`config.mk`:
```
export PLATFORM = sky130hd
export DESIGN_NAME = imem_ahb_bridge_flat
export DESIGN_NICKNAME = d
export VERILOG_FILES = /design/src/hw/mem_subsys_pkg.sv /design/src/hw/ahb_lite_if.sv /design/src/hw/imem_ahb_bridge.sv /design/src/flat_wrapper.sv
export VERILOG_INCLUDE_DIRS = /design/src /design/src/hw
export SDC_FILE = /design/constraint.sdc
export NUM_CORES = 1
export LEC_CHECK = 0
export BUFFER_PORTS_ARGS = -buffer_cell sky130_fd_sc_hd__buf_4
export CORE_MARGIN = 2
export CORE_UTILIZATION = 39
export DETAILED_ROUTE_END_ITERATION = 8
export GPL_ROUTABILITY_DRIVEN = 1
export PLACE_DENSITY_LB_ADDON = 0.15
export SETUP_SLACK_MARGIN = 0.1
export SLEW_MARGIN = 20
export SYNTH_ARGS = -nofsm -noshare
export SYNTH_HDL_FRONTEND = slang
export SYNTH_SLANG_ARGS = --single-unit
export TNS_END_PERCENT = 10
```
`constraint.sdc`:
```
create_clock -name clk -period 2.6 [get_ports clk]
set_input_delay 0.13 -clock clk [delete_from_list [all_inputs] [get_ports clk]]
set_output_delay 0.13 -clock clk [all_outputs]
set_load 0.01 [all_outputs]
```
`src/hw/mem_subsys_cfg.svh`:
```
/*
 * Memory subsystem configuration
 * Bus width and shared RAM depth
 */
`ifndef MEM_SUBSYS_CFG_SVH
`define MEM_SUBSYS_CFG_SVH

// AHB-Lite address and data width in bits
`define MEM_SUBSYS_AHB_WIDTH 32

// Shared RAM depth in words
`define MEM_SUBSYS_RAM_WORDS 256

`endif

```
`src/hw/mem_subsys_pkg.sv`:
```
/*
 * Memory subsystem types
 * Bus word type, core request encodings, AHB-Lite codes and bridge states
 */
`include "mem_subsys_cfg.svh"

package mem_subsys_pkg;

    typedef logic [`MEM_SUBSYS_AHB_WIDTH-1:0] bus_word_t;

    // Core side request and response encodings
    typedef enum logic {
        RD = 1'b0,
        WR = 1'b1
    } mem_cmd_e;

    typedef enum logic [1:0] {
        BYTE  = 2'b00,
        HWORD = 2'b01,
        WORD  = 2'b10
    } mem_width_e;

    typedef enum logic [1:0] {
        NOTRDY = 2'b00,
        RDY_OK = 2'b01,
        RDY_ER = 2'b10
    } mem_resp_e;

    // AHB-Lite codes
    typedef enum logic [2:0] {
        SIZE_8B  = 3'b000,
        SIZE_16B = 3'b001,
        SIZE_32B = 3'b010
    } hsize_e;

    typedef enum logic [1:0] {
        IDLE   = 2'b00,
        NONSEQ = 2'b10
    } htrans_e;

    typedef enum logic {
        OKAY  = 1'b0,
        ERROR = 1'b1
    } hresp_e;

    // Bridge FSM with one transfer in address phase and one in data phase
    typedef enum logic {
        ADDR = 1'b0,
        DATA = 1'b1
    } bridge_fsm_e;

endpackage

```
`src/hw/ahb_lite_if.sv`:
```
/*
 * AHB-Lite bus between one bridge and one RAM port
 * Single transfers only, no bursts or locking
 */
`timescale 1ns/1ps

interface ahb_lite_if;

    mem_subsys_pkg::bus_word_t haddr;
    logic                      hwrite;
    mem_subsys_pkg::hsize_e    hsize;
    mem_subsys_pkg::htrans_e   htrans;
    mem_subsys_pkg::bus_word_t hwdata;
    mem_subsys_pkg::bus_word_t hrdata;
    logic                      hready;
    mem_subsys_pkg::hresp_e    hresp;

    modport master (
        output haddr, hwrite, hsize, htrans, hwdata,
        input  hrdata, hready, hresp
    );

    modport slave (
        input  haddr, hwrite, hsize, htrans, hwdata,
        output hrdata, hready, hresp
    );

endinterface

```
`src/hw/imem_ahb_bridge.sv`:
```
/*
 * Instruction memory bridge
 * Turns core fetch requests into single AHB-Lite word reads
 */
`timescale 1ns/1ps

module imem_ahb_bridge (
    input  logic                      clk,
    input  logic                      rst_n,
    input  logic                      imem_req,
    input  mem_subsys_pkg::bus_word_t imem_addr,
    output logic                      imem_req_ack,
    output mem_subsys_pkg::bus_word_t imem_rdata,
    output mem_subsys_pkg::mem_resp_e imem_resp,
    ahb_lite_if.master                bus
);

    mem_subsys_pkg::bridge_fsm_e fsm;
    logic                        buf_full;
    logic                        buf_empty;
    logic                        buf_rd;
    logic                        issue;
    logic                        data_done;
    mem_subsys_pkg::bus_word_t   buf_addr;

    // One-entry address buffer
    assign imem_req_ack = !buf_full;
    assign buf_empty    = !(buf_full || imem_req);

    always_ff @(posedge clk) begin
        if (!rst_n) begin
            buf_full <= 1'b0;
        end else if (!buf_full) begin
            buf_full <= imem_req && !buf_rd;
        end else begin
            buf_full <= !buf_rd;
        end
    end

    always_ff @(posedge clk) begin
        if (!buf_full && imem_req && !buf_rd) begin
            buf_addr <= imem_addr;
        end
    end

    // FSM returns to ADDR after an error before the next fetch goes out
    assign data_done = (fsm == mem_subsys_pkg::DATA) && bus.hready;
    assign issue     = !buf_empty && ((fsm == mem_subsys_pkg::ADDR) ||
                       (data_done && (bus.hresp == mem_subsys_pkg::OKAY)));
    assign buf_rd    = issue;

    always_ff @(posedge clk) begin
        if (!rst_n) begin
            fsm <= mem_subsys_pkg::ADDR;
        end else if ((fsm == mem_subsys_pkg::ADDR) || data_done) begin
            fsm <= issue ? mem_subsys_pkg::DATA : mem_subsys_pkg::ADDR;
        end
    end

    assign bus.htrans = issue ? mem_subsys_pkg::NONSEQ : mem_subsys_pkg::IDLE;
    assign bus.haddr  = buf_full ? buf_addr : imem_addr;
    assign bus.hwrite = 1'b0;
    assign bus.hsize  = mem_subsys_pkg::SIZE_32B;
    assign bus.hwdata = '0;

    always_comb begin
        if (!data_done) begin
            imem_resp = mem_subsys_pkg::NOTRDY;
        end else if (bus.hresp == mem_subsys_pkg::OKAY) begin
            imem_resp = mem_subsys_pkg::RDY_OK;
        end else begin
            imem_resp = mem_subsys_pkg::RDY_ER;
        end
    end

    assign imem_rdata = bus.hrdata;

endmodule

```
`src/flat_wrapper.sv`:
```
// flat-port wrapper written by rule: the top's interface ports become plain ports
module imem_ahb_bridge_flat 
  (clk, rst_n, imem_req, imem_addr, imem_req_ack, imem_rdata, imem_resp, bus_haddr, bus_hwrite, bus_hsize, bus_htrans, bus_hwdata, bus_hrdata, bus_hready, bus_hresp);
  ahb_lite_if bus_i ();
  input  logic clk;
  input  logic rst_n;
  input  logic imem_req;
  input  mem_subsys_pkg::bus_word_t imem_addr;
  output logic imem_req_ack;
  output mem_subsys_pkg::bus_word_t imem_rdata;
  output mem_subsys_pkg::mem_resp_e imem_resp;
  output wire logic [$bits(bus_i.haddr)-1:0] bus_haddr;
  output wire logic [$bits(bus_i.hwrite)-1:0] bus_hwrite;
  output wire logic [$bits(bus_i.hsize)-1:0] bus_hsize;
  output wire logic [$bits(bus_i.htrans)-1:0] bus_htrans;
  output wire logic [$bits(bus_i.hwdata)-1:0] bus_hwdata;
  input wire logic [$bits(bus_i.hrdata)-1:0] bus_hrdata;
  input wire logic [$bits(bus_i.hready)-1:0] bus_hready;
  input wire logic [$bits(bus_i.hresp)-1:0] bus_hresp;
  assign bus_haddr = bus_i.haddr;
  assign bus_hwrite = bus_i.hwrite;
  assign bus_hsize = bus_i.hsize;
  assign bus_htrans = bus_i.htrans;
  assign bus_hwdata = bus_i.hwdata;
  assign bus_i.hrdata = bus_hrdata;
  assign bus_i.hready = bus_hready;
  assign bus_i.hresp = bus_hresp;
  imem_ahb_bridge u_core (.clk(clk), .rst_n(rst_n), .imem_req(imem_req), .imem_addr(imem_addr), .imem_req_ack(imem_req_ack), .imem_rdata(imem_rdata), .imem_resp(imem_resp), .bus(bus_i));
endmodule
```
==> After elaboration in Yosys (flattened, before gate mapping) <==
Cells that the tools add are included.
{ "op_classes": {"n_reduce_logical": 11, "bitwise_logic": 2, "mux": 6} }
{ "ops": {"columns": ["operator", "n"], "rows": [
  ["$mux W32", 1],
  ["$logic_and A1 B1 Y1", 6],
  ["$mux W2", 3],
  ["$logic_or A1 B1 Y1", 3],
  ["$logic_not A1 Y1", 2],
  ["$mux W1", 2],
  ["$not A1 Y1", 2]
]} }
{ "totals": {"wordCells": 22, "reg_bits": 34, "in_bits": 69} }

==> Depth between registers and ports, before layout <==
Gate-level depths: netlist of run 1.
{ "logic_depth": {"depth_word": 7, "depth_mapped": 4, "mapped_depth_nobuf": 2} }

==> Least setup slack after synthesis of run 1 <==
Ideal clock, no wire load.
{ "synth_path": {"kind": "register to register", "from": "register u_core.buf_full", "to": "register u_core.buf_addr[0], enable pin", "t_arrival_ns": 1.547, "required_ns": 2.209, "stages_incl_launch_ff": 5, "setup_slack_ns": 0.662, "synth_period_minus_slack_ns": 1.938, "cell_sequence": "dfxtp_1 > buf_6 > buf_12 > inv_1 > and4_1"} }
{ "synth_via": {"elab_cells_between_ends": 6} }
{ "synth_lines": {"columns": ["item", "line_no", "source"], "rows": [
  ["start: declaration", "imem_ahb_bridge.sv:19", "logic buf_full;"],
  ["start signal: assignment", "imem_ahb_bridge.sv:34", "buf_full <= imem_req && !buf_rd;"],
  ["start signal: assignment", "imem_ahb_bridge.sv:36", "buf_full <= !buf_rd;"],
  ["$logic_not A1 Y1", null, null],
  ["named net imem_req_ack", "flat_wrapper.sv:9", "output logic imem_req_ack;"],
  ["$logic_and A1 B1 Y1 (2 in series)", "imem_ahb_bridge.sv:41", "if (!buf_full && imem_req && !buf_rd) begin"],
  ["end signal: assignment", "imem_ahb_bridge.sv:42", "buf_addr <= imem_addr;"],
  ["end: declaration", "imem_ahb_bridge.sv:24", "mem_subsys_pkg::bus_word_t buf_addr;"]
]} }
The timed path passes the listed nets, and every way through them passes these cells.
A chain may end at the register's enable or synchronous reset.

==> Final worst setup path of run 1 <==
{ "layout_path": {"from": "register u_core.buf_full", "to": "output bus_haddr[5]"} }
{ "layout_via": {"elab_chain_len": 1} }
{ "layout_rtl": {"columns": ["item", "line_no", "source"], "rows": [
  ["$mux W32", "imem_ahb_bridge.sv:61", "assign bus.haddr = buf_full ? buf_addr : imem_addr;"],
  ["end: declaration", "flat_wrapper.sv:12", "output wire logic [$bits(bus_i.haddr)-1:0] bus_haddr;"]
]} }
No other way between the ends.

==> run metrics, run 1 <==
CP cell instances=buf_4, mux2_4, buf_4; most common cell in the netlist=buf_4; Total GRT Usage=0.112; CP delay by family, top=flip-flops; fmax=0.515 GHz; Max clock buf depth=2; critical path class=flop to primary output; Synth top cells by count=70 x buf_4, 32 x edfxtp_1, 28 x mux2_4, 4 x mux2_2, 3 x buf_12; # H-tree levels=2; reg2reg setup slack=1.11 ns; Resized cells post-CTS=0; share of cells above drive strength 1=0.584; r2r endpoint=u_core.buf_addr[15]$_DFFE_PP_; Die Wd=78.2 um; Initial DRT Pass Iterations=4; TritonCTS Sinks=34; #FFs+latches synth=34; Area contributors post-synth=edfxtp_1 45%, buf_4 25%, mux2_4 20%, buf_12 2.8%, mux2_2 2.1%; crit path max-delay cell type=dfxtp_2; Worst EP arrival=1.81 ns; Seq/Total Area, Yosys=0.467; post-CTS setup repair buffer count=0; Hold Path Class=input port to flop; FP Rows=26; r2r worst-path depth=3; drt total wl=3660 um; worst-path fanout max=20; VDD IR max=293 uV; Port Buffer Count=72; CTS tree=yes; Netlist cell types=18; vias in the first global route=1075; Leakage Power=1.08 nW; worst skew pair latency=0.28 ns; Final min period=1.94 ns; status=finished, final reports clean; commonest register cell after synthesis=edfxtp_1; CTS Buf Count=5; Min-Delay Startpoint=imem_addr[27]; number of synthesized flops with an enable pin=32; Vias per Instance=4.34; RSZ-0062 raised after global routing=false; Synth warnings=0; total power=0.00132 W; worst slack, placed=0.937 ns; Iter 0 DRT Violations=62; startpoint types=flop; Critical Path RT=2.47 ns; reg-to-reg startpoint=u_core.buf_full$_SDFF_PN0_; worst hold slack=0.0279 ns; cts hold-fix bufs=0; Ports=174; Post-synth ARST share=0; synthesis-to-layout area growth=13.4%; initial antenna violation count=0; skew final=0.00510 ns; largest net degree at the start of global routing=33; number of max-cap violations=0; Yosys top cell area share=0.448; WL per Instance=13.7 um; Initial Utilization=0.412; GP Congestion=0.747; antenna viol nets, final=0; Ant. Diodes=0; Root Driver=clkbuf_8; CP bufs+invs=2; via count=1159; DRC Markers=0; final setup TNS=0 ns; mapped cell area=2140 um^2; Die Ht=78.2 um; CORE AREA=5200 um^2; detailed placer's ending HPWL=2790 um; Synth Instances=154; Tcrit/Tclk final=0.746; Critical Path End Type=primary output; Max Slew Vio Count=0; total congestion overflow=0; slowest stage delay, CP=0.60 ns; largest area contributor in the netlist=edfxtp_1; Mean Syn Cell Area=13.9 um^2; crit-path most repeated cell=buf_4; first-pass GRT wire length=5320 um; WHS Endpoint=u_core.buf_addr[27]$_DFFE_PP_; nets=265; post-layout worst setup margin=0.659 ns; DIE AREA=6110 um^2; final hold vios=0; PD cells=544 nW/um^2; Worst-path clk slew=0.07 ns; Worst Hold Path Cells=1; Setup-failing EPs final=0
-- worst max path at each step --
stage	start	end	slack (ns)	depth (start not counted)
after floorplan	u_core.buf_full$_SDFF_PN0_	u_core.buf_addr[0]$_DFFE_PP_	0.66	4
after global placement	u_core.buf_full$_SDFF_PN0_	bus_haddr[23]	0.96	3
after detailed placement	u_core.buf_full$_SDFF_PN0_	bus_haddr[21]	0.94	3
after CTS	u_core.buf_full$_SDFF_PN0_	bus_haddr[21]	0.62	3
after global routing	u_core.buf_full$_SDFF_PN0_	bus_haddr[24]	0.55	3
final	u_core.buf_full$_SDFF_PN0_	bus_haddr[5]	0.66	3
-- cell usage in the layout, fill, tap and decap left out --
master	n
buf_4	74
conb_1	37
edfxtp_1	32
mux2_4	28
clkbuf_8	5
mux2_2	4
nand2b_1	2
nor2_1	2
clkinv_2	2
a21oi_1	1
nand2_1	1
inv_1	1
and4_1	1
and3_1	1
and4b_1	1
o2bb2ai_1	1
a21boi_0	1
bufinv_16	1
dfxtp_2	1
dfxtp_1	1
-- area by class of cell --
type	count	area [um^2]
fill	482	2770
tap	70	87.6
clock inverter	3	40.0
timing repair buffer	74	556
multi-input combinational	80	674
inverter	1	3.75
clock buffer	5	68.8
sequential	34	1000
-- worst reg2reg max path, delay by kind of cell (launching register included) --
family                 cells  cell delay [ns]
buffers and inverters      2             0.50
flip-flops                 1             0.45
AND/OR/NAND/NOR            1             0.18
-- kinds of logic after synthesis --
group | count (synthesis) | share of synthesized area
buf+inv | 75 | 0.280
flops | 34 | 0.467
mux | 32 | 0.217
compound gates | 3 | 0.00992
other cells | 2 | 0.00350
simple gates | 8 | 0.0228
-- per-stage QoR --
step / utilization / cells / instance area [um^2]
3_5_place_dp: 0.446 / 259 / 2320
6_report: 0.467 / 267 / 2430
4_1_cts: 0.467 / 267 / 2430
3_3_place_gp: 0.446 / 259 / 2320
5_1_grt: 0.467 / 267 / 2430
2_1_floorplan: - / 189 / 2280
-- flip-flops by register name, indices dropped and copies added, names as in the netlist --
register,count
u_core.buf_addr,32
u_core.buf_full,1
u_core.fsm,1
-- power by group --
part | internal [W] | switching [W]
logic | 0.000125 | 0.0000975
clock network | 0.000282 | 0.000190
registers | 0.000620 | 0.00000892
-- routing by layer --
layer,track usage,vias to the layer above,wire length (um)
li1,-,505,-
met1,0.124,542,1280
met2,0.175,83,1820
met3,0.0391,29,386
met4,0.0860,0,168
met5,0,-,0
Note: power is estimated with default switching activity, not from simulation.
==> run 2, diff against run 1 <==
- CORE_UTILIZATION: 39 -> 36
- clock period: 2.6 -> 1.7 ns (I/O delays scaled with it)
==> run metrics, run 2 (same netlist as run 1, synthesis figures left out) <==
status=finished, final reports clean; Ant. Diodes=0 (unchanged); crit-path most repeated cell=buf_4; Initial Utilization=0.367 (-0.0455); fmax=0.670 GHz; Critical Path RT=1.62 ns (-0.85 ns); Reg area=1000 um^2 (unchanged); CORE AREA=5850 um^2 (+12%); Total GRT Usage=0.120 (+0.00835); Iter 0 DRT Violations=43 (-31%); TritonCTS Sinks=34 (unchanged); Max Slew Vio Count=0 (unchanged); Final min period=1.49 ns; Leakage Power=1.20 nW (+11%); total congestion overflow=0 (unchanged); GP Congestion=0.605 (-19%); final setup TNS=0 ns (unchanged); RSZ-0062 raised after global routing=false; Port Buffer Count=72 (unchanged); initial antenna violation count=0 (unchanged); DRC Markers=0 (unchanged); Root Driver=clkbuf_8; antenna viol nets, final=0 (unchanged); VDD IR max=261 uV (-11%); Cell Count Post-Placement=264 (+1.9%); Largest register FFs=32 (unchanged); startpoint types=flop; worst slack, placed=0.366 ns (-0.571 ns); crit path max-delay cell type=mux2_4; worst-path fanout max=18 (-10%); Worst-path clk slew=0.06 ns (about the same); Die Wd=81.2 um (+3.9%); detailed placer's ending HPWL=3130 um (+12%); most flop-heavy register=u_core.buf_addr; drt total wl=4250 um (+16%); DIE AREA=6590 um^2 (+7.9%); vias in the first global route=1223 (+14%); FP Rows=28 (+7.7%); Setup-failing EPs final=0 (unchanged); # H-tree levels=2 (unchanged); CP cell instances=buf_4, mux2_4, buf_4; Die Ht=81.2 um (+3.9%); Ports=174 (unchanged); post-layout worst setup margin=0.207 ns (-0.453 ns); critical path class=flop to primary output; Critical Path End Type=primary output; first-pass GRT wire length=5980 um (+12%); commonest non-fill, non-tap cell in the layout=buf_4; Initial DRT Pass Iterations=3 (-1); nets=297 (+12%); synthesis-to-layout area growth=27.4%; Worst EP arrival=1.41 ns (-0.40 ns); CTS Buf Count=5 (unchanged); final non-filler cell total=304 (+14%); Tcrit/Tclk final=0.878; largest net degree at the start of global routing=33 (unchanged); worst skew pair latency=0.27 ns (about the same); Hold Path Class=input port to flop; final hold vios=0 (unchanged); footprint of the multi-input gates=677 um^2 (+0.37%); share of cells above drive strength 1=0.493 (-0.0903); number of max-cap violations=0 (unchanged); Vias per Instance=4.06 (-6.6%); CTS tree=yes; slowest stage delay, CP=0.34 ns (-0.26 ns); PD cells=703 nW/um^2 (+29%); biggest regs=u_core.buf_addr: 32 flops, u_core.buf_full: 1 flops, u_core.fsm: 1 flops; skew final=0.00266 ns (-0.00244 ns); via count=1233 (+6.4%); Max clock buf depth=2 (unchanged); fillcell total=533 (+11%); most frequent cells in the layout=74 x buf_4, 37 x conb_1, 32 x dlygate4sd3_1, 32 x edfxtp_1, 28 x mux2_4; WL per Instance=14.0 um (+1.9%)
-- run 2: metrics by stage --
stage	utilization	power [W]	hold WS [ns]	cell area, um^2
finish	0.467	0.00192	0.0843	2730
global route	0.467	0.00201	0.0760	2730
CTS	0.467	0.00195	0.0748	2730
detailed placement	0.399	0.00133	0.170	2330
global placement	0.399	0.00132	0.170	2330
floorplan	-	0.00130	0.184	2280
-- run 2: worst max-delay path: cells and delay by family (launching register included) --
family / cells / cell delay, ns
DFF: 1 / 0.33
buffers and inverters: 2 / 0.45
muxes: 1 / 0.34
-- run 2: power by group --
group	internal, W	switching (W)	total [W]	leakage [nW]
Combinational	0.000239	0.000167	0.000406	0.851
Sequential	0.000948	0.00000972	0.000958	0.309
Clock	0.000291	0.000267	0.000557	0.0395
-- run 2: path summary, 6_finish.rpt --
path,from,end,slack [ns],depth (start not counted)
setup / recovery,u_core.buf_full$_SDFF_PN0_,bus_haddr[18],0.21,3
hold / removal,rst_n,u_core.fsm$_SDFFE_PN0P_,0.08,2
setup reg to reg,u_core.fsm$_SDFFE_PN0P_,u_core.buf_addr[2]$_DFFE_PP_,0.38,1
hold reg to reg,u_core.fsm$_SDFFE_PN0P_,u_core.fsm$_SDFFE_PN0P_,0.57,2
-- run 2: repair_timing --
| action | in CTS | in global routing |
|---|---|---|
| hold buffers | 32 | 0 |
| gates resized for setup | 0 | 0 |
| hold endpoints to repair | 32 | 0 |
| endpoints found under the setup margin | 0 | 0 |
| buffers inserted | 0 | 0 |
-- run 2: per-layer routing --
metal,wire [um],share of wire,up-vias,track usage
li1,-,-,569,-
met1,1400,0.33,559,0.124
met2,2330,0.55,88,0.216
met3,407,0.096,17,0.0422
met4,110,0.026,0,0.0576
met5,0,0,-,0
-- run 2: final cells by class --
class,instances,area share
Multi-Input combinational cell,80,0.248
Sequential cell,34,0.367
Clock buffer,8,0.0293
Inverter,1,0.00137
Tap cell,75,0.0343
Timing Repair Buffer,106,0.321
