`src/hw/mem_subsys_cfg.svh`:
```
/*
 * Memory subsystem configuration
 * Bus width and shared RAM depth
 */
`ifndef MEM_SUBSYS_CFG_SVH
`define MEM_SUBSYS_CFG_SVH

// AHB-Lite address and data width in bits
`define MEM_SUBSYS_AHB_WIDTH 32

// Shared RAM depth in words
`define MEM_SUBSYS_RAM_WORDS 256

`endif

```
`src/hw/mem_subsys_pkg.sv`:
```
/*
 * Memory subsystem types
 * Bus word type, core request encodings, AHB-Lite codes and bridge states
 */
`include "mem_subsys_cfg.svh"

package mem_subsys_pkg;

    typedef logic [`MEM_SUBSYS_AHB_WIDTH-1:0] bus_word_t;

    // Core side request and response encodings
    typedef enum logic {
        RD = 1'b0,
        WR = 1'b1
    } mem_cmd_e;

    typedef enum logic [1:0] {
        BYTE  = 2'b00,
        HWORD = 2'b01,
        WORD  = 2'b10
    } mem_width_e;

    typedef enum logic [1:0] {
        NOTRDY = 2'b00,
        RDY_OK = 2'b01,
        RDY_ER = 2'b10
    } mem_resp_e;

    // AHB-Lite codes
    typedef enum logic [2:0] {
        SIZE_8B  = 3'b000,
        SIZE_16B = 3'b001,
        SIZE_32B = 3'b010
    } hsize_e;

    typedef enum logic [1:0] {
        IDLE   = 2'b00,
        NONSEQ = 2'b10
    } htrans_e;

    typedef enum logic {
        OKAY  = 1'b0,
        ERROR = 1'b1
    } hresp_e;

    // Bridge FSM with one transfer in address phase and one in data phase
    typedef enum logic {
        ADDR = 1'b0,
        DATA = 1'b1
    } bridge_fsm_e;

endpackage

```
`src/hw/ahb_lite_if.sv`:
```
/*
 * AHB-Lite bus between one bridge and one RAM port
 * Single transfers only, no bursts or locking
 */
`timescale 1ns/1ps

interface ahb_lite_if;

    mem_subsys_pkg::bus_word_t haddr;
    logic                      hwrite;
    mem_subsys_pkg::hsize_e    hsize;
    mem_subsys_pkg::htrans_e   htrans;
    mem_subsys_pkg::bus_word_t hwdata;
    mem_subsys_pkg::bus_word_t hrdata;
    logic                      hready;
    mem_subsys_pkg::hresp_e    hresp;

    modport master (
        output haddr, hwrite, hsize, htrans, hwdata,
        input  hrdata, hready, hresp
    );

    modport slave (
        input  haddr, hwrite, hsize, htrans, hwdata,
        output hrdata, hready, hresp
    );

endinterface

```
`src/hw/dmem_ahb_bridge.sv`:
```
/*
 * Data memory bridge
 * Turns core load/store requests into single AHB-Lite transfers, places
 * store data on its byte lanes and extracts load data from the read word
 */
`timescale 1ns/1ps

module dmem_ahb_bridge (
    input  logic                       clk,
    input  logic                       rst_n,
    input  logic                       dmem_req,
    input  mem_subsys_pkg::mem_cmd_e   dmem_cmd,
    input  mem_subsys_pkg::mem_width_e dmem_width,
    input  mem_subsys_pkg::bus_word_t  dmem_addr,
    input  mem_subsys_pkg::bus_word_t  dmem_wdata,
    output logic                       dmem_req_ack,
    output mem_subsys_pkg::bus_word_t  dmem_rdata,
    output mem_subsys_pkg::mem_resp_e  dmem_resp,
    ahb_lite_if.master                 bus
);

    // ----------------------------------------------------------------------
    // Width and lane conversion
    // ----------------------------------------------------------------------
    function automatic mem_subsys_pkg::hsize_e to_hsize(
        input mem_subsys_pkg::mem_width_e width
    );
        case (width)
            mem_subsys_pkg::BYTE:  return mem_subsys_pkg::SIZE_8B;
            mem_subsys_pkg::HWORD: return mem_subsys_pkg::SIZE_16B;
            default:               return mem_subsys_pkg::SIZE_32B;
        endcase
    endfunction

    function automatic mem_subsys_pkg::bus_word_t place_wdata(
        input mem_subsys_pkg::mem_width_e width,
        input logic [1:0]                 lane,
        input mem_subsys_pkg::bus_word_t  wdata
    );
        case (width)
            mem_subsys_pkg::BYTE:
                return mem_subsys_pkg::bus_word_t'(wdata[7:0]) << {lane, 3'b000};
            mem_subsys_pkg::HWORD:
                return mem_subsys_pkg::bus_word_t'(wdata[15:0]) << {lane[1], 4'b0000};
            default:
                return wdata;
        endcase
    endfunction

    // Shift the addressed lane down and zero-extend
    function automatic mem_subsys_pkg::bus_word_t extract_rdata(
        input mem_subsys_pkg::hsize_e    size,
        input logic [1:0]                lane,
        input mem_subsys_pkg::bus_word_t rdata
    );
        mem_subsys_pkg::bus_word_t byte_sh;
        mem_subsys_pkg::bus_word_t half_sh;
        byte_sh = rdata >> {lane, 3'b000};
        half_sh = rdata >> {lane[1], 4'b0000};
        case (size)
            mem_subsys_pkg::SIZE_8B:  return mem_subsys_pkg::bus_word_t'(byte_sh[7:0]);
            mem_subsys_pkg::SIZE_16B: return mem_subsys_pkg::bus_word_t'(half_sh[15:0]);
            default:                  return rdata;
        endcase
    endfunction

    mem_subsys_pkg::bridge_fsm_e fsm;
    logic                        buf_full;
    logic                        buf_empty;
    logic                        buf_wr;
    logic                        buf_rd;
    logic                        issue;
    logic                        data_done;
    logic                        data_ok;

    // Request as it arrives, as buffered, and the one presented to the bus
    logic                        new_write;
    mem_subsys_pkg::hsize_e      new_size;
    mem_subsys_pkg::bus_word_t   new_wdata;
    logic                        buf_write;
    mem_subsys_pkg::hsize_e      buf_size;
    mem_subsys_pkg::bus_word_t   buf_addr;
    mem_subsys_pkg::bus_word_t   buf_wdata;
    logic                        cur_write;
    mem_subsys_pkg::hsize_e      cur_size;
    mem_subsys_pkg::bus_word_t   cur_addr;
    mem_subsys_pkg::bus_word_t   cur_wdata;

    // Transfer in its data phase
    logic [1:0]                  dp_lane;
    mem_subsys_pkg::hsize_e      dp_size;
    mem_subsys_pkg::bus_word_t   dp_wdata;

    // ----------------------------------------------------------------------
    // One-entry request buffer, bypassed when empty
    // ----------------------------------------------------------------------
    assign dmem_req_ack = !buf_full;
    assign buf_wr       = dmem_req && !buf_full;
    assign buf_empty    = !(buf_full || dmem_req);

    assign new_write = (dmem_cmd == mem_subsys_pkg::WR);
    assign new_size  = to_hsize(dmem_width);
    assign new_wdata = place_wdata(dmem_width, dmem_addr[1:0], dmem_wdata);

    always_ff @(posedge clk) begin
        if (!rst_n) begin
            buf_full <= 1'b0;
        end else if (!buf_full) begin
            buf_full <= dmem_req && !buf_rd;
        end else begin
            buf_full <= !buf_rd;
        end
    end

    always_ff @(posedge clk) begin
        if (buf_wr && !buf_rd) begin
            buf_write <= new_write;
            buf_size  <= new_size;
            buf_addr  <= dmem_addr;
            buf_wdata <= new_wdata;
        end
    end

    assign cur_write = buf_full ? buf_write : new_write;
    assign cur_size  = buf_full ? buf_size  : new_size;
    assign cur_addr  = buf_full ? buf_addr  : dmem_addr;
    assign cur_wdata = buf_full ? buf_wdata : new_wdata;

    // ----------------------------------------------------------------------
    // Address/data FSM
    // ----------------------------------------------------------------------
    assign data_done = (fsm == mem_subsys_pkg::DATA) && bus.hready;
    assign data_ok   = data_done && (bus.hresp == mem_subsys_pkg::OKAY);

    // An error stops pipelining for one cycle
    assign issue  = !buf_empty && ((fsm == mem_subsys_pkg::ADDR) || data_ok);
    assign buf_rd = issue;

    always_ff @(posedge clk) begin
        if (!rst_n) begin
            fsm <= mem_subsys_pkg::ADDR;
        end else if ((fsm == mem_subsys_pkg::ADDR) || data_done) begin
            fsm <= issue ? mem_subsys_pkg::DATA : mem_subsys_pkg::ADDR;
        end
    end

    always_ff @(posedge clk) begin
        if (issue) begin
            dp_lane  <= cur_addr[1:0];
            dp_size  <= cur_size;
            dp_wdata <= cur_wdata;
        end
    end

    assign bus.htrans = issue ? mem_subsys_pkg::NONSEQ : mem_subsys_pkg::IDLE;
    assign bus.haddr  = cur_addr;
    assign bus.hwrite = cur_write;
    assign bus.hsize  = cur_size;
    assign bus.hwdata = dp_wdata;

    // Response for the single cycle of the data phase
    always_comb begin
        if (!data_done) begin
            dmem_resp = mem_subsys_pkg::NOTRDY;
        end else if (bus.hresp == mem_subsys_pkg::OKAY) begin
            dmem_resp = mem_subsys_pkg::RDY_OK;
        end else begin
            dmem_resp = mem_subsys_pkg::RDY_ER;
        end
    end

    assign dmem_rdata = extract_rdata(dp_size, dp_lane, bus.hrdata);

endmodule

```
`src/flat_wrapper.sv`:
```
// flat-port wrapper written by rule: the top's interface ports become plain ports
module dmem_ahb_bridge_flat 
  (clk, rst_n, dmem_req, dmem_cmd, dmem_width, dmem_addr, dmem_wdata, dmem_req_ack, dmem_rdata, dmem_resp, bus_haddr, bus_hwrite, bus_hsize, bus_htrans, bus_hwdata, bus_hrdata, bus_hready, bus_hresp);
  ahb_lite_if bus_i ();
  input  logic clk;
  input  logic rst_n;
  input  logic dmem_req;
  input  mem_subsys_pkg::mem_cmd_e dmem_cmd;
  input  mem_subsys_pkg::mem_width_e dmem_width;
  input  mem_subsys_pkg::bus_word_t dmem_addr;
  input  mem_subsys_pkg::bus_word_t dmem_wdata;
  output logic dmem_req_ack;
  output mem_subsys_pkg::bus_word_t dmem_rdata;
  output mem_subsys_pkg::mem_resp_e dmem_resp;
  output wire logic [$bits(bus_i.haddr)-1:0] bus_haddr;
  output wire logic [$bits(bus_i.hwrite)-1:0] bus_hwrite;
  output wire logic [$bits(bus_i.hsize)-1:0] bus_hsize;
  output wire logic [$bits(bus_i.htrans)-1:0] bus_htrans;
  output wire logic [$bits(bus_i.hwdata)-1:0] bus_hwdata;
  input wire logic [$bits(bus_i.hrdata)-1:0] bus_hrdata;
  input wire logic [$bits(bus_i.hready)-1:0] bus_hready;
  input wire logic [$bits(bus_i.hresp)-1:0] bus_hresp;
  assign bus_haddr = bus_i.haddr;
  assign bus_hwrite = bus_i.hwrite;
  assign bus_hsize = bus_i.hsize;
  assign bus_htrans = bus_i.htrans;
  assign bus_hwdata = bus_i.hwdata;
  assign bus_i.hrdata = bus_hrdata;
  assign bus_i.hready = bus_hready;
  assign bus_i.hresp = bus_hresp;
  dmem_ahb_bridge u_core (.clk(clk), .rst_n(rst_n), .dmem_req(dmem_req), .dmem_cmd(dmem_cmd), .dmem_width(dmem_width), .dmem_addr(dmem_addr), .dmem_wdata(dmem_wdata), .dmem_req_ack(dmem_req_ack), .dmem_rdata(dmem_rdata), .dmem_resp(dmem_resp), .bus(bus_i));
endmodule
```
`config.mk`:
```
export PLATFORM = sky130hd
export DESIGN_NAME = dmem_ahb_bridge_flat
export DESIGN_NICKNAME = d
export VERILOG_FILES = /design/src/hw/mem_subsys_pkg.sv /design/src/hw/ahb_lite_if.sv /design/src/hw/dmem_ahb_bridge.sv /design/src/flat_wrapper.sv
export VERILOG_INCLUDE_DIRS = /design/src /design/src/hw
export SDC_FILE = /design/constraint.sdc
export NUM_CORES = 1
export LEC_CHECK = 0
export BUFFER_PORTS_ARGS = -buffer_cell sky130_fd_sc_hd__buf_2
export CELL_PAD_IN_SITES_DETAIL_PLACEMENT = 0
export CELL_PAD_IN_SITES_GLOBAL_PLACEMENT = 1
export CORE_AREA = 2 2 170 89
export DETAILED_ROUTE_END_ITERATION = 6
export DIE_AREA = 0 0 172 91
export GPL_TIMING_DRIVEN = 0
export PLACE_DENSITY_LB_ADDON = 0.15
export SLEW_MARGIN = 20
export SYNTH_ARGS = -nofsm -noshare
export SYNTH_HDL_FRONTEND = slang
export SYNTH_SLANG_ARGS = --single-unit
```
`constraint.sdc`:
```
create_clock -name clk -period 8.1 [get_ports clk]
set_input_delay 1.62 -clock clk [delete_from_list [all_inputs] [get_ports clk]]
set_output_delay 1.62 -clock clk [all_outputs]
set_load 0.005 [all_outputs]
```
# Word-level counts from Yosys, hierarchy flattened
# Cells that the tools add are included.
# totals
regBits	107
input_bits	104
output_inout_bits	105
word_cells	42
# classes
n_eq_ne	2
shifts	4
n_mux	12
bitwise_logic	2
reduce_logical	13
# op_table
cell	count
$pmux W32 S2	2
$mux W32	2
$shl A16 B5 Y32	1
$shl A8 B5 Y32	1
$shr A32 B5 Y16	1
$shr A32 B5 Y8	1
$logic_and A1 B1 Y1	6
$mux W2	3
$pmux W2 S2	1
$eq A3 B1 Y1 const B	1
$logic_not A3 Y1	1
$logic_or A1 B1 Y1	3
$mux W1	3
$mux W3	1
$eq A2 B1 Y1 const B	1
$logic_not A1 Y1	2
$logic_not A2 Y1	1
$not A1 Y1	2

# Depth between registers and ports, before layout
# Gate-level depths: netlist of the first run.
# logic_depth
ltp_word	7
depth_mapped	5
depth_no_buf	3

# Worst setup path after synthesis of the first run
# OpenSTA, ideal clock, no wires.
# synth_timing
path_type	input port to flip-flop
from	input port bus_hready
to	register u_core.buf_addr[0], enable pin
setup_ns	0.588
arrival_ns	6.710
required_ns	7.512
setup_slack_ns	0.802
cell_stages	3
path_buffers	0
cell_sequence	inv_1 -> o21ai_0 -> nor3b_1
# synth_via
elab_chain_len	6
# synth_rtl
item	line	rtl
start: declaration	flat_wrapper.sv:21	input wire logic [$bits(bus_i.hready)-1:0] bus_hready;
$logic_and A1 B1 Y1	dmem_ahb_bridge.sv:132	assign data_done = (fsm == mem_subsys_pkg::DATA) && bus.hready;
$logic_and A1 B1 Y1	dmem_ahb_bridge.sv:133	assign data_ok = data_done && (bus.hresp == mem_subsys_pkg::OKAY);
$logic_or A1 B1 Y1	dmem_ahb_bridge.sv:136	assign issue = !buf_empty && ((fsm == mem_subsys_pkg::ADDR) || data_ok);
$logic_and A1 B1 Y1	dmem_ahb_bridge.sv:136	
$logic_not A1 Y1	dmem_ahb_bridge.sv:116	if (buf_wr && !buf_rd) begin
$logic_and A1 B1 Y1	dmem_ahb_bridge.sv:116	
end signal: assignment	dmem_ahb_bridge.sv:119	buf_addr <= dmem_addr;
end: declaration	dmem_ahb_bridge.sv:82	mem_subsys_pkg::bus_word_t buf_addr;
# No other way between the ends.
# A chain may end at the register's enable or synchronous reset.

# Worst setup path after layout of the first run
# layout_timing
from	input port bus_hready
to	output port bus_htrans[1]
# layout_via
elab_chain_len	5
# layout_rtl
item	line	rtl
$logic_and A1 B1 Y1	dmem_ahb_bridge.sv:132	
$logic_and A1 B1 Y1	dmem_ahb_bridge.sv:133	
$logic_or A1 B1 Y1	dmem_ahb_bridge.sv:136	
$logic_and A1 B1 Y1	dmem_ahb_bridge.sv:136	
via u_core.buf_rd	dmem_ahb_bridge.sv:71	logic buf_rd;
$mux W2	dmem_ahb_bridge.sv:155	assign bus.htrans = issue ? mem_subsys_pkg::NONSEQ : mem_subsys_pkg::IDLE;
end: declaration	flat_wrapper.sv:18	output wire logic [$bits(bus_i.htrans)-1:0] bus_htrans;
# The timed path passes the listed nets, and every way through them passes these cells.

==> results of run 1 <==
worst paths after layout:
kind	startpoint	slack [ps]	to
setup / recovery	bus_hready	3480	bus_htrans[1]
hold / removal	u_core.buf_wdata[18]	560	u_core.bus.hwdata[18]
setup reg to reg	u_core.buf_full	5530	u_core.buf_wdata[8]
hold reg to reg	u_core.buf_wdata[18]	560	u_core.bus.hwdata[18]
critical path, cell delays in order:
cell	delay, ps
buf_2	100
inv_1	40
o21ai_0	330
nor2b_4	600
buf_4	200
buf_2	100
power breakdown:
part           switching, mW  internal [mW]
Combinational          0.108         0.0965
Clock                  0.199          0.273
Sequential           0.00791          0.633
stage by stage:
step                      utilization  std cells
after floorplan                     -        401
after global placement         0.4545        805
after detailed placement       0.4616        813
after CTS                      0.4842        829
after global routing           0.4842        829
final                          0.4842        829
synthesized netlist by cell type (8+ instances only):
library cell | number | area, sq um
mux2_2 | 38 | 427.9
clkbuf_1 | 12 | 45.04
nand2_1 | 42 | 157.7
o21ai_0 | 23 | 115.1
edfxtp_1 | 103 | 3093
buf_2 | 11 | 55.05
a22oi_1 | 10 | 75.07
nor2b_1 | 15 | 93.84
nor2_1 | 19 | 71.32
and2_1 | 33 | 206.5
a31oi_1 | 8 | 50.05
a32o_1 | 8 | 80.08
layout make-up:
| class | count | share of cell area |
|---|---|---|
| Inverter | 5 | 0.002745 |
| Sequential cell | 105 | 0.4583 |
| Clock inverter | 6 | 0.01318 |
| Clock buffer | 10 | 0.03349 |
| Timing Repair Buffer | 214 | 0.1636 |
| Multi-Input combinational cell | 261 | 0.2705 |
| Tap cell | 198 | 0.03624 |
| Buffer | 30 | 0.02196 |
state kept, by name (all words and copies together), names as in the netlist:
signal             cells
u_core.buf_addr       32
u_core.dp_lane         2
u_core.buf_write       1
u_core.dp_size         2
u_core.fsm             1
u_core.bus.hwdata     32
u_core.buf_wdata      32
u_core.buf_full        1
u_core.buf_size        2
layer usage:
| layer | up-vias | track usage | wire, um |
|---|---|---|---|
| li1 | 1962 | - | - |
| met1 | 2005 | 0.3076 | 7474 |
| met2 | 157 | 0.2597 | 6094 |
| met3 | 9 | 0.05362 | 1269 |
| met4 | 0 | 0.02941 | 88 |
| met5 | - | 0 | 0 |
cells by family after synthesis:
family | count (synthesis) | share of synthesized area
multiplexers | 48 | 0.1038
AO/OA/AOI/OAI | 84 | 0.1221
flip-flops | 105 | 0.6101
AND/OR/NAND/NOR | 127 | 0.1304
buffers and inverters | 35 | 0.03289
other | 1 | 0.0007303
==> impl_metrics.py, run 1 <==
metrics = {
    "global_routing": {
        "antenna_found_initial": 0,
        "grt_usage": 0.1927,
        "grt_pass1_vias": 3920,
        "grt_overflow": 0,
        "grt_pass1_wl_mm": 22.52,
        "grt_max_degree": 23,
    },
    "synth": {
        "synth_ff_type": "edfxtp_1",
        "synthArstFlopShare": 0,
        "ys_seq_elements": 105,
        "netlist_area_sq_um": 5135,
        "yosysWarnings": 0,
        "synthCells": 400,
        "synth_edf_count": 103,
        "ys_seq_area_frac": 0.6101,
        "synth_cell_type_count": 42,
        "syn_avg_cell_area_sq_um": 12.84,
    },
    "die": {
        "die_h_um": 91,
        "row_count": 31,
        "coreArea_sq_um": 14120,
        "dieWidth_um": 172,
        "die-area_sq_um": 15650,
        "initial_core_util": 0.3637,
        "ios": 209,
    },
    "final_layout": {
        "area_growth_pct": 33.14,
        "multiInputGateArea_sq_um": 1849,
        "final_cell_mix": "217 x buf_2, 103 x edfxtp_1, 42 x nand2_1, 38 x mux2_2, 33 x and2_1",
        "fill_cells": 1342,
        "area.sequential_sq_um": 3133,
        "drive_gt1_frac": 0.4691,
        "diodes": 0,
        "fin_area_sq_um": 6837,
        "nets": 730,
        "mostFrequentLayoutCell": "buf_2",
    },
    "cts": {
        "cts_tree": "built",
        "clk_pin_slew_ps": 70,
        "cts_resized": 0,
        "clock_latency_ps": 340,
        "clockBufferDepth": 2,
        "cts.sinks": 105,
        "cts_root_buffer": "clkbuf_16",
        "numCtsBuffers": 9,
        "cts_max_level": 3,
        "postCtsSetupBuffers": 0,
        "holdBufCountCts": 0,
    },
    "timing": {
        "hold_slack_ps": 558.7,
        "setup_ws_ps": 3485,
        "worstMarginPinSlew_ps": 853.9,
        "grt_setup_unrepaired": "false",
        "min_period_ps": 4615,
        "timing.fmax_ghz": 0.2167,
        "tns_ps": 0,
        "relSlewSlack": 0.4282,
        "finalHoldViolations": 0,
        "final-setup-viol-count": 0,
        "fin_skew_ps": 6.810,
        "maxSlewViolCount": 0,
        "post-route-period-util": 0.5698,
    },
    "placed_design": {
        "pre_cts_ws_ps": 3452,
        "placed_area_sq_um": 6518,
        "place_congestion": 0.8533,
        "port_buffers": 206,
        "dp_hpwl_mm": 11.39,
    },
    "critical_path": {
        "path_class": "in -> out",
        "cp-end-kind": "primary output",
        "reg2reg_depth": 7,
        "start_kind": "primary input",
        "cp.required_ps": 6480,
        "cp_max_fo": 16,
        "arrival_ps": 3000,
    },
    "drt": {
        "wl_per_cell_um": 18.00,
        "firstDrtPassIters": 5,
        "drt-total-wl_mm": 14.93,
        "antenna_left": 0,
        "avgViaCountPerCell": 4.986,
        "route.detailed.drc": 0,
        "drt_iter0_drc": 402,
        "vias": 4133,
    },
    "run_status": {
        "status": "complete, no violations",
    },
    "power": {
        "finalPower_mw": 1.317,
        "p_leak_nw": 2.849,
        "pwr_density_cell_nw_per_um2": 192.7,
        "ir_drop_mv": 0.1038,
    },
    "run": {
        "maxCapViolations": 0,
    },
    "min_path": {
        "hold_depth": 1,
        "hold_class": "reg -> reg",
    },
}
No activity file was read; power rests on OpenSTA's default activity.
==> run 2, diff against run 1 <==
--- a/config.mk
+++ b/config.mk
@@ -6,12 +6,13 @@
 export SDC_FILE = /design/constraint.sdc
 export NUM_CORES = 1
 export LEC_CHECK = 0
+export ABC_AREA = 1
 export BUFFER_PORTS_ARGS = -buffer_cell sky130_fd_sc_hd__buf_2
 export CELL_PAD_IN_SITES_DETAIL_PLACEMENT = 0
 export CELL_PAD_IN_SITES_GLOBAL_PLACEMENT = 1
-export CORE_AREA = 2 2 170 89
+export CORE_AREA = 2 2 187 97
 export DETAILED_ROUTE_END_ITERATION = 6
-export DIE_AREA = 0 0 172 91
+export DIE_AREA = 0 0 189 99
 export GPL_TIMING_DRIVEN = 0
 export PLACE_DENSITY_LB_ADDON = 0.15
 export SLEW_MARGIN = 20
==> constraint.sdc (replaced) <==
create_clock -name clk -period 3.8 [get_ports clk]
set_input_delay 0.76 -clock clk [delete_from_list [all_inputs] [get_ports clk]]
set_output_delay 0.76 -clock clk [all_outputs]
set_load 0.005 [all_outputs]
==> impl_metrics.py, run 2 <==
metrics = {
    "run_status": {
        "status": "complete, no violations",
    },
    "synth": {
        "synth_largest_area_cell": "edfxtp_1",
        "synth.most_common_cell": "nand2_1",
        "netlist_area_sq_um": 5413,
        "ys_seq_area_frac": 0.5788,
        "synth_edf_count": 103,
        "synth_mux_area_frac": 0,
        "synth_ff_type": "edfxtp_1",
        "synth_cell_type_count": 24,
        "synth_compound_area_frac": 0.02173,
        "synthArstFlopShare": 0,
        "synth.area.top_cells": "edfxtp_1 57%, nand2_1 22%, inv_1 3.9%",
        "ys_top_cells_by_count": "324 x nand2_1, 103 x edfxtp_1, 56 x inv_1, 40 x nand3_1, 36 x nor2_1",
        "synth_top_area_frac": 0.5714,
        "synth_simple_gate_area_frac": 0.3155,
        "yosysWarnings": 0,
        "synthCells": 643,
        "synth_top_family_by_area": "simple AND/OR/NAND/NOR gates",
        "ys_seq_elements": 105,
        "synthAdderAreaFrac": 0,
        "synthXorXnorAreaFrac": 0,
        "syn_avg_cell_area_sq_um": 8.418,
    },
    "critical_path": {
        "cp_max_fo": 25,
        "worst_path_most_repeated_cell": "buf_2",
        "reg2reg_depth": 5,
        "crit_buf_inv": 6,
        "cp_top_family": "buffers and inverters",
        "r2r-start": "u_core.buf_full",
        "cp.required_ps": 3040,
        "reg2reg_slack_ps": 1790,
        "critPathSlowestCell": "o21ai_0",
        "path_class": "in -> out",
        "max_stage_delay_ps": 430,
        "path_cells": "buf_2 > inv_1 > o21ai_0 > nand2_1 > inv_2 > buf_12 > buf_4 > buf_2",
        "arrival_ps": 2320,
        "start_kind": "primary input",
        "reg2reg_to": "u_core.buf_addr[30]",
        "cp-end-kind": "primary output",
    },
    "placed_design": {
        "dp_hpwl_mm": 13.41,
        "place_congestion": 0.9334,
        "place_inst": 1090,
        "port_buffers": 206,
        "pre_cts_ws_ps": 705.9,
    },
    "drt": {
        "drt_iter0_drc": 326,
        "avgViaCountPerCell": 4.492,
        "antenna_left": 0,
        "wl_per_cell_um": 15.47,
        "firstDrtPassIters": 4,
        "route.detailed.drc": 0,
        "vias": 4973,
        "drt-total-wl_mm": 17.13,
    },
    "global_routing": {
        "grt_pass1_wl_mm": 26.37,
        "grt_usage": 0.1852,
        "grt_overflow": 0,
        "antenna_found_initial": 1,
        "grt_pass1_vias": 4830,
        "grt_max_degree": 26,
    },
    "timing": {
        "tns_ps": 0,
        "maxSlewViolCount": 0,
        "worstMarginPinSlew_ps": 643.6,
        "min_period_ps": 3076,
        "finalHoldViolations": 0,
        "relSlewSlack": 0.5709,
        "fin_skew_ps": 9.506,
        "final-setup-viol-count": 0,
        "grt_setup_unrepaired": "false",
        "timing.fmax_ghz": 0.3251,
        "post-route-period-util": 0.8095,
        "setup_ws_ps": 723.8,
    },
    "power": {
        "switchingPower_uw": 759.7,
        "swShare": 0.2759,
        "clkPwrFrac": 0.334,
        "intPower_mw": 1.994,
        "ir_drop_mv": 0.2070,
        "power_frac_seq": 0.495,
        "p_leak_nw": 3.634,
        "power_frac_comb": 0.170,
        "pwr_density_cell_nw_per_um2": 385.3,
    },
    "die": {
        "initial_core_util": 0.3173,
        "ios": 209,
        "die_h_um": 99,
        "coreArea_sq_um": 17060,
        "dieWidth_um": 189,
        "die-area_sq_um": 18710,
        "row_count": 34,
    },
    "cts": {
        "clk_pin_slew_ps": 80,
        "cts_root_buffer": "clkbuf_16",
        "cts_resized": 0,
        "holdBufCountCts": 0,
        "cts_max_level": 3,
        "cts.sinks": 105,
        "clock_latency_ps": 350,
        "postCtsSetupBuffers": 0,
        "clockBufferDepth": 2,
        "numCtsBuffers": 9,
        "cts_tree": "built",
    },
    "min_path": {
        "min_to": "u_core.bus.hwdata[28]",
        "hold_path.startpoint": "u_core.buf_wdata[28]",
        "hold_class": "reg -> reg",
        "hold_depth": 2,
    },
    "final_layout": {
        "area_growth_pct": 32.06,
        "final_cell_count_no_fill": 1107,
        "drive_gt1_frac": 0.3108,
        "fill_cells": 1754,
        "final_cell_mix": "324 x nand2_1, 216 x buf_2, 103 x edfxtp_1, 55 x inv_1, 40 x nand3_1",
        "mostFrequentLayoutCell": "nand2_1",
        "nets": 971,
    },
    "run": {
        "maxCapViolations": 0,
    },
}
## run 2: final cells by class
type / count / area, sq um / area share
plain buffers: 36 / 225.2 / 0.03151
diodes: 1 / 2.502 / 0.0003501
repair buffers: 212 / 1135 / 0.1588
flip-flops and latches: 105 / 3133 / 0.4383
clock buffers: 9 / 225.2 / 0.03151
well taps: 234 / 292.8 / 0.04096
inverters: 60 / 225.2 / 0.03151
multi-input cells: 443 / 1844 / 0.2580
clock inverters: 7 / 65.06 / 0.009102
## run 2: power groups by stage
| stage | logic (mW) | clock network [mW] | registers (mW) |
|---|---|---|---|
| 2_1_floorplan | 0.216 | 0 | 1.40 |
| 5_1_grt | 0.527 | 1.00 | 1.37 |
| 3_3_place_gp | 0.452 | 0 | 1.39 |
| 6_report | 0.469 | 0.921 | 1.36 |
| 3_5_place_dp | 0.471 | 0 | 1.39 |
| 4_1_cts | 0.474 | 0.955 | 1.36 |
## run 2: kinds of logic (layout without fill, tap and decap cells)
| family | count (synthesis) | after routing |
|---|---|---|
| AO/OA/AOI/OAI | 23 | 23 |
| AND/OR/NAND/NOR | 418 | 418 |
| buffers and inverters | 96 | 324 |
| flip-flops | 105 | 105 |
| other | 1 | 3 |
## run 2: stage by stage
| stage | total power, mW | utilization | hold slack [ps] | instance area, sq um |
|---|---|---|---|---|
| finish | 2.754 | 0.4190 | 515.5 | 7148 |
| global route | 2.901 | 0.4190 | 538.2 | 7148 |
| CTS | 2.793 | 0.4189 | 515.9 | 7146 |
| detailed placement | 1.861 | 0.4019 | 501.4 | 6855 |
| global placement | 1.845 | 0.3958 | 478.3 | 6751 |
| floorplan | 1.611 | - | 460.1 | 5428 |
## run 2: worst max path at each step
stage | depth (start not counted) | startpoint | slack, ps | endpoint
after detailed placement | 8 | bus_hready | 710 | bus_htrans[1]
final | 8 | bus_hready | 720 | bus_htrans[1]
after CTS | 8 | bus_hready | 700 | bus_htrans[1]
after global placement | 4 | bus_hready | -160 | u_core.buf_wdata[26]
after floorplan | 3 | bus_hready | 770 | u_core.buf_addr[0]
after global routing | 8 | bus_hready | 570 | bus_htrans[1]
## run 2: worst min-delay path, cell delays in order (launching register included)
cell and delay, ps:
edfxtp_1 320, nand2_1 50, nand2_1 50
## run 2: layer usage
| layer | wire, um | part of all wire | vias up | global-route usage |
|---|---|---|---|---|
| met3 | 1196 | 0.070 | 11 | 0.03953 |
| met2 | 6642 | 0.39 | 189 | 0.2615 |
| li1 | - | - | 2479 | - |
| met4 | 165 | 0.0096 | 0 | 0.02945 |
| met5 | 0 | 0 | - | 0 |
| met1 | 9125 | 0.53 | 2294 | 0.2908 |
